## config.mk

```make
export PLATFORM = sky130hd
export DESIGN_NAME = floor_logic_top
export DESIGN_NICKNAME = d
export VERILOG_FILES = /design/src/common/elevator_pkg.sv /design/src/common/request_pkg.sv /design/src/request_capture/request_capture.sv /design/src/request_stack/request_stack.sv /design/src/verilog/floor_dispatch.sv /design/src/verilog/floor_logic_top.sv
export VERILOG_INCLUDE_DIRS = /design/src /design/src/common
export SDC_FILE = /design/constraint.sdc
export NUM_CORES = 1
export LEC_CHECK = 0
export BUFFER_PORTS_ARGS = -buffer_cell sky130_fd_sc_hd__buf_2
export CORE_MARGIN = 5
export CORE_UTILIZATION = 35
export CTS_CLUSTER_DIAMETER = 60
export DETAILED_ROUTE_END_ITERATION = 8
export PLACE_DENSITY = 0.65
export REMOVE_ABC_BUFFERS = 1
export SYNTH_ARGS = -nofsm -noshare
export SYNTH_HDL_FRONTEND = slang
export SYNTH_SLANG_ARGS = --single-unit
```

## constraint.sdc

```tcl
create_clock -name clock -period 13.2 [get_ports clock]
set_input_delay 1.32 -clock clock [delete_from_list [all_inputs] [get_ports clock]]
set_output_delay 1.32 -clock clock [all_outputs]
set_load 0.1 [all_outputs]
```

## src/common/elevator_config.svh

```systemverilog
`ifndef ELEVATOR_CONFIG_SVH
`define ELEVATOR_CONFIG_SVH

//////////////////////////////////////////////////////////////////////
// Building geometry
//////////////////////////////////////////////////////////////////////

// Floors are numbered 0 to NUM_FLOORS-1
`define NUM_FLOORS      11

// Wide enough for any floor index
`define FLOOR_WIDTH     4

//////////////////////////////////////////////////////////////////////
// Movement state machine interface
//////////////////////////////////////////////////////////////////////

// Width of the state code driven by the movement FSM
`define STATE_WIDTH     6

// Codes 0 up to this value mean "stopped at floor <code>"
`define LAST_STOP_STATE 10

//////////////////////////////////////////////////////////////////////
// Request stack
//////////////////////////////////////////////////////////////////////

// One slot per floor, pointer must reach STACK_DEPTH itself
`define STACK_DEPTH     11
`define PTR_WIDTH       4

`endif

```

## src/common/elevator_pkg.sv

```systemverilog
`include "elevator_config.svh"

package elevator_pkg;

    //////////////////////////////////////////////////////////////////////
    // Floors and buttons
    //////////////////////////////////////////////////////////////////////

    // Floor index, 0 is the lowest floor
    typedef logic [`FLOOR_WIDTH-1:0] floor_t;

    // One bit per floor, bit i belongs to floor i
    // Used for call buttons, panel buttons and their lights
    typedef logic [`NUM_FLOORS-1:0] floor_mask_t;

    //////////////////////////////////////////////////////////////////////
    // Movement FSM side
    //////////////////////////////////////////////////////////////////////

    // State code of the external movement FSM
    // 0..LAST_STOP_STATE are stop states, higher codes are travel or fault
    typedef logic [`STATE_WIDTH-1:0] elevator_state_t;

    // Command to the movement FSM
    typedef struct packed {
        // Target floor, or the current floor when idle
        floor_t floor_selector;
        // 1 means up
        logic   direction;
        // Start a move toward floor_selector
        logic   activate;
    } move_cmd_t;

endpackage

```

## src/common/request_pkg.sv

```systemverilog
`include "elevator_config.svh"

package request_pkg;

    // A floor request, used for stack pushes and for the stack top
    typedef struct packed {
        logic                 valid;
        elevator_pkg::floor_t floor;
    } request_t;

    // Number of entries held, 0 means empty
    typedef logic [`PTR_WIDTH-1:0] stack_ptr_t;

    // Notice that the elevator is stopped at a requested floor
    // Capture clears both lights of that floor on it
    typedef struct packed {
        logic                 valid;
        elevator_pkg::floor_t floor;
    } served_t;

endpackage

```

## src/request_capture/request_capture.sv

```systemverilog
`include "elevator_config.svh"

module request_capture (
    input  logic                      clock,
    input  logic                      reset_n,
    input  elevator_pkg::floor_mask_t floor_call_buttons,
    input  elevator_pkg::floor_mask_t panel_buttons,
    input  elevator_pkg::floor_t      current_floor,
    input  logic                      emergency_btn,
    input  logic                      power_switch,
    input  logic                      full,
    input  request_pkg::served_t      served,
    output request_pkg::request_t     push,
    output logic                      flush,
    output logic                      service_enable,
    output elevator_pkg::floor_mask_t call_button_lights,
    output elevator_pkg::floor_mask_t panel_button_lights
);

    elevator_pkg::floor_mask_t panel_qual;
    elevator_pkg::floor_mask_t call_qual;
    elevator_pkg::floor_mask_t panel_set;
    elevator_pkg::floor_mask_t call_set;
    elevator_pkg::floor_mask_t served_mask;
    elevator_pkg::floor_t      panel_pick;
    elevator_pkg::floor_t      call_pick;
    elevator_pkg::floor_t      pick_floor;
    logic                      panel_hit;
    logic                      call_hit;
    logic                      take;

    // Lowest set bit of a floor mask, 0 when the mask is empty
    function automatic elevator_pkg::floor_t lowest_floor(
        input elevator_pkg::floor_mask_t mask
    );
        elevator_pkg::floor_t pick;
        pick = '0;
        for (int i = `NUM_FLOORS - 1; i >= 0; i--) begin
            if (mask[i]) begin
                pick = elevator_pkg::floor_t'(i);
            end
        end
        return pick;
    endfunction

    //////////////////////////////////////////////////////////////////////
    // Service control
    //////////////////////////////////////////////////////////////////////

    assign flush          = !power_switch || emergency_btn;
    assign service_enable = !flush;

    //////////////////////////////////////////////////////////////////////
    // Button qualification and arbitration
    //////////////////////////////////////////////////////////////////////

    // A press counts only for another floor whose light is still off
    always_comb begin
        for (int i = 0; i < `NUM_FLOORS; i++) begin
            panel_qual[i] = panel_buttons[i] && !panel_button_lights[i] &&
                            (current_floor != elevator_pkg::floor_t'(i));
            call_qual[i]  = floor_call_buttons[i] && !call_button_lights[i] &&
                            (current_floor != elevator_pkg::floor_t'(i));
        end
    end

    assign panel_hit  = |panel_qual;
    assign call_hit   = |call_qual;
    assign panel_pick = lowest_floor(panel_qual);
    assign call_pick  = lowest_floor(call_qual);

    // Panel beats call, losers wait for a later cycle while still held
    assign take       = (panel_hit || call_hit) && !flush;
    assign pick_floor = panel_hit ? panel_pick : call_pick;

    assign panel_set = (take && panel_hit) ?
                       (elevator_pkg::floor_mask_t'(1'b1) << panel_pick) : '0;
    assign call_set  = (take && !panel_hit) ?
                       (elevator_pkg::floor_mask_t'(1'b1) << call_pick) : '0;

    // Light still goes on when the stack is full, only the push is lost
    assign push.valid = take && !full;
    assign push.floor = pick_floor;

    assign served_mask = served.valid ?
                         (elevator_pkg::floor_mask_t'(1'b1) << served.floor) : '0;

    //////////////////////////////////////////////////////////////////////
    // Button lights
    //////////////////////////////////////////////////////////////////////

    always_ff @(posedge clock or negedge reset_n) begin
        if (!reset_n) begin
            call_button_lights  <= '0;
            panel_button_lights <= '0;
        end else if (flush) begin
            call_button_lights  <= '0;
            panel_button_lights <= '0;
        end else begin
            // Served floor is the current one, so it never collides with a set
            call_button_lights  <= (call_button_lights | call_set) & ~served_mask;
            panel_button_lights <= (panel_button_lights | panel_set) & ~served_mask;
        end
    end

endmodule

```

## src/request_stack/request_stack.sv

```systemverilog
`include "elevator_config.svh"

module request_stack (
    input  logic                  clock,
    input  logic                  reset_n,
    input  request_pkg::request_t push,
    input  logic                  pop,
    input  logic                  flush,
    output request_pkg::request_t top,
    output logic                  full
);

    // Slot 0 is the oldest entry, slot ptr-1 the newest
    elevator_pkg::floor_t   slots [`STACK_DEPTH];
    request_pkg::stack_ptr_t ptr;
    request_pkg::stack_ptr_t top_idx;
    request_pkg::stack_ptr_t wr_idx;
    logic                   empty;
    logic                   do_pop;
    logic                   do_replace;
    logic                   do_push;
    logic                   wr_en;

    assign empty   = (ptr == '0);
    assign full    = (ptr == request_pkg::stack_ptr_t'(`STACK_DEPTH));
    assign top_idx = ptr - 1'b1;

    //////////////////////////////////////////////////////////////////////
    // Operation decode
    //////////////////////////////////////////////////////////////////////

    // Flush overrides both push and pop
    assign do_pop     = pop && !empty && !flush;

    // Pop and push together overwrite the top slot in place
    assign do_replace = do_pop && push.valid;
    assign do_push    = push.valid && !full && !flush && !do_pop;

    assign wr_en  = do_push || do_replace;
    assign wr_idx = do_replace ? top_idx : ptr;

    //////////////////////////////////////////////////////////////////////
    // Pointer and storage
    //////////////////////////////////////////////////////////////////////

    always_ff @(posedge clock or negedge reset_n) begin
        if (!reset_n) begin
            ptr <= '0;
        end else if (flush) begin
            ptr <= '0;
        end else if (do_pop && !do_replace) begin
            ptr <= ptr - 1'b1;
        end else if (do_push) begin
            ptr <= ptr + 1'b1;
        end
    end

    always_ff @(posedge clock) begin
        if (wr_en) begin
            slots[wr_idx] <= push.floor;
        end
    end

    // Top is read without removal, the dispatcher decides when to pop
    always_comb begin
        top.valid = !empty;
        top.floor = empty ? '0 : slots[top_idx];
    end

endmodule

```

## src/verilog/floor_dispatch.sv

```systemverilog
`include "elevator_config.svh"

module floor_dispatch (
    input  request_pkg::request_t         top,
    input  logic                          service_enable,
    input  elevator_pkg::floor_t          current_floor,
    input  elevator_pkg::elevator_state_t elevator_state,
    output elevator_pkg::move_cmd_t       move_cmd,
    output logic                          pop,
    output request_pkg::served_t          served
);

    logic stop_state;
    logic pending;
    logic serve_ok;
    logic at_target;

    //////////////////////////////////////////////////////////////////////
    // Request decode
    //////////////////////////////////////////////////////////////////////

    // Stop codes run from 0 to LAST_STOP_STATE, one per floor
    assign stop_state = (elevator_state <=
                         elevator_pkg::elevator_state_t'(`LAST_STOP_STATE));

    assign pending   = service_enable && top.valid;
    assign serve_ok  = pending && stop_state;
    assign at_target = (top.floor == current_floor);

    //////////////////////////////////////////////////////////////////////
    // Movement command
    //////////////////////////////////////////////////////////////////////

    always_comb begin
        move_cmd.floor_selector = pending ? top.floor : current_floor;
        move_cmd.activate       = serve_ok && !at_target;
        // Natural direction, only meaningful while activate is high
        move_cmd.direction      = move_cmd.activate && (top.floor > current_floor);
    end

    //////////////////////////////////////////////////////////////////////
    // Serving
    //////////////////////////////////////////////////////////////////////

    // Stopped at the requested floor, so drop the entry and its lights
    assign pop = serve_ok && at_target;

    always_comb begin
        served.valid = pop;
        served.floor = top.floor;
    end

endmodule

```

## src/verilog/floor_logic_top.sv

```systemverilog
module floor_logic_top (
    input  logic                          clock,
    input  logic                          reset_n,
    input  elevator_pkg::floor_mask_t     floor_call_buttons,
    input  elevator_pkg::floor_mask_t     panel_buttons,
    input  logic                          emergency_btn,
    input  logic                          power_switch,
    input  elevator_pkg::floor_t          current_floor,
    input  elevator_pkg::elevator_state_t elevator_state,
    output elevator_pkg::floor_mask_t     call_button_lights,
    output elevator_pkg::floor_mask_t     panel_button_lights,
    output elevator_pkg::move_cmd_t       move_cmd
);

    request_pkg::request_t push;
    request_pkg::request_t top;
    request_pkg::served_t  served;
    logic                  flush;
    logic                  service_enable;
    logic                  full;
    logic                  pop;

    // Buttons in, lights and push requests out
    request_capture u_request_capture (
        .clock               (clock),
        .reset_n             (reset_n),
        .floor_call_buttons  (floor_call_buttons),
        .panel_buttons       (panel_buttons),
        .current_floor       (current_floor),
        .emergency_btn       (emergency_btn),
        .power_switch        (power_switch),
        .full                (full),
        .served              (served),
        .push                (push),
        .flush               (flush),
        .service_enable      (service_enable),
        .call_button_lights  (call_button_lights),
        .panel_button_lights (panel_button_lights)
    );

    request_stack u_request_stack (
        .clock   (clock),
        .reset_n (reset_n),
        .push    (push),
        .pop     (pop),
        .flush   (flush),
        .top     (top),
        .full    (full)
    );

    // Newest request drives the movement FSM
    floor_dispatch u_floor_dispatch (
        .top            (top),
        .service_enable (service_enable),
        .current_floor  (current_floor),
        .elevator_state (elevator_state),
        .move_cmd       (move_cmd),
        .pop            (pop),
        .served         (served)
    );

endmodule

```

==> reports/results.tsv <==
metric	value	unit
area of the core	0.0115	mm2
CTS sink cnt	70	
Placed Instance Area	0.00458	mm2
number of global-route vias before repair	3338	
Max Buffers Root-to-Sink	2	
CTS clk-pin slew, worst paths	60	ps
routed wire length	11.0	mm
PD cells	115	mW/mm2
synthesized flop and latch total	70	
IO Port Bufs	63	
worst clock skew	10.0	ps
post-route minimum period	6120	ps
Core Util, Final	42.5	%
Rel. slew slack	16.3	%
CTS tree	built	
Setup Buffers After CTS	0	
WP data arrival	4800	ps
Crit Path Class	reg -> out	
Syn. warnings	0	
drt first pass iters	5	
final hold viol count	0	
TNS Setup	0	ps
Crit path required time	11880	ps
Final Cycle Share	46.4	%
Fillers	1082	
gr ovfl total	0	
num rows	39	
Ant. Diodes	0	
Top FF cell, synth	edfxtp_1	
Worst-Margin Slew	1240	ps
first-pass GRT wire length	17.3	mm
commonest non-fill, non-tap cell in the layout	buf_2	
via-per-instance ratio	5.70	
1st-iter DRT viols	309	
CP Max Fanout	22	
CTS root buffer	clkbuf_16	
via count	3431	
DRC	0	
Die X	119	um
Worst-Skew Late Latency	330	ps
Die ar.	0.0141	mm2
Layout area overhead	18.5	%
Pleak	1.93	nW
Finished Cell Area	0.00490	mm2
Synth Cell Area	0.00413	mm2
RSZ-0062 raised after global routing	false	
Max IR drop VDD	0.0605	mV
Achievable Freq	163	MHz
Post-synth ARST share	37.1	%
global placement routability congestion	0.933	
die height	119	um
# hold bufs at CTS	0	
nature of the critical path startpoint	flip-flop	
Max-cap violations	0	
Overall Power	0.564	mW
WL/cell	18.2	um
Initial Utilization	35.9	%
Setup Viol. Count Final	0	
Cell variety after synth	70	
FF/Latch Area	0.00197	mm2
outcome	finished clean	
CTS buffer count	9	
Slew Limit Fails	0	
Syn Inst Count	392	
Post-synth EDFFs	44	
detailed placement HPWL	8.34	mm
crit end category	output pin	
Resized Gates After CTS	0	
GRT Total Usage	15.3	%
Final nets	496	
commonest cells after routing, fill and taps aside	63 x buf_2, 46 x nor2_1, 44 x edfxtp_1	
IO Pins	64	
syn avg cell area	10.5	um2
H-tree depth	3	
Multi-input gate area	0.00200	mm2
sequential element share of the synthesized area	47.7	%
ANT nets after route	0	
initial antenna violation count	0	
share of layout cells above drive strength 1	23.3	%
Hold WC Path Type	reg -> reg	
largest net degree at the start of global routing	27	
[metal layers]
layer / vias to the layer above / GRT usage (%) / wire [um]
li1: 1618 / - / -
met5: - / 0 / 0
met2: 135 / 25.6 / 5270
met3: 26 / 3.63 / 738
met1: 1652 / 19.2 / 4690
met4: 0 / 5.58 / 274
[synthesized netlist by cell type, drive strengths merged, types with 5 or more instances]
library cell	count	area, um2
nand2b	10	62.6
and2	6	37.5
nor2	46	173
buf	9	56.3
dfrtp	26	651
nor4b	7	88.8
nor2b	16	100
o21ai	21	105
a31oi	10	68.8
mux2i	7	70.1
nand2	21	78.8
nand3b	5	37.5
inv	22	82.6
ha	6	75.1
a21oi	22	110
nand3	10	50.1
mux4	8	180
edfxtp	44	1320
clkbuf	7	26.3
[path summary, 6_finish.rpt]
kind	startpoint	cells after the start	slack, ps	endpoint
max in group asynchronous	reset_n	1	11780	u_request_capture.panel_button_lights[7]$_DFF_PN0_
min in group asynchronous	reset_n	1	1000	u_request_capture.call_button_lights[0]$_DFF_PN0_
worst min register to register	u_request_capture.panel_button_lights[7]$_DFF_PN0_	1	520	u_request_capture.panel_button_lights[7]$_DFF_PN0_
worst min-delay path	u_request_capture.panel_button_lights[7]$_DFF_PN0_	1	520	u_request_capture.panel_button_lights[7]$_DFF_PN0_
worst max register to register	u_request_stack.ptr[0]$_DFFE_PN0P_	12	7620	u_request_stack.slots[2][0]$_DFFE_PP_
worst max-delay path	u_request_stack.ptr[0]$_DFFE_PN0P_	10	7080	move_cmd[1]
[final cells by class]
type / count / share of cell area, %
multi-input cells: 284 / 40.8
clock inverters: 7 / 1.99
well taps: 143 / 3.65
inverters: 22 / 1.69
repair buffers: 67 / 7.05
clock buffers: 9 / 4.60
flip-flops and latches: 70 / 40.3
[critical path, cell delays in order (launching register included)]
cell and delay [ps]:
dfrtp_1 930, inv_1 280, ha_1 830, mux4_2 330, mux2i_1 70, a211oi_1 750
ha_1 390, nand4_1 150, nor2b_1 180, nor2b_1 140, buf_2 430
[registers in the layout (all words and copies together), names as in the netlist]
signal / cells
u_request_capture.panel_button_lights: 11
u_request_stack.ptr: 4
u_request_stack.slots: 44
u_request_capture.call_button_lights: 11
[through the flow]
stage	setup slack (ps)	hold slack, ps	instances
6_report	7080	518	602
5_1_grt	6720	555	602
3_5_place_dp	7420	508	586
2_1_floorplan	5920	600	376
3_3_place_gp	7610	500	586
4_1_cts	7070	521	602
[cells by family (layout without fill, tap and decap cells)]
logic type	Yosys count	in the layout	share of synthesized area, %
multiplexers	19	19	7.14
AND/OR/NAND/NOR	163	163	23.6
XOR/XNOR	4	4	0.848
buffers and inverters	38	105	4.00
adder cells (fa/ha/maj)	7	7	2.09
AO/OA/AOI/OAI	91	91	14.6
flip-flops	70	70	47.7
[power by group]
| group | total, mW | internal, mW | switching, mW |
|---|---|---|---|
| registers | 0.238 | 0.236 | 0.00172 |
| logic | 0.0676 | 0.0220 | 0.0456 |
| clock network | 0.259 | 0.166 | 0.0929 |
| total | 0.564 | 0.424 | 0.140 |
(Power assumes the default switching activity.)
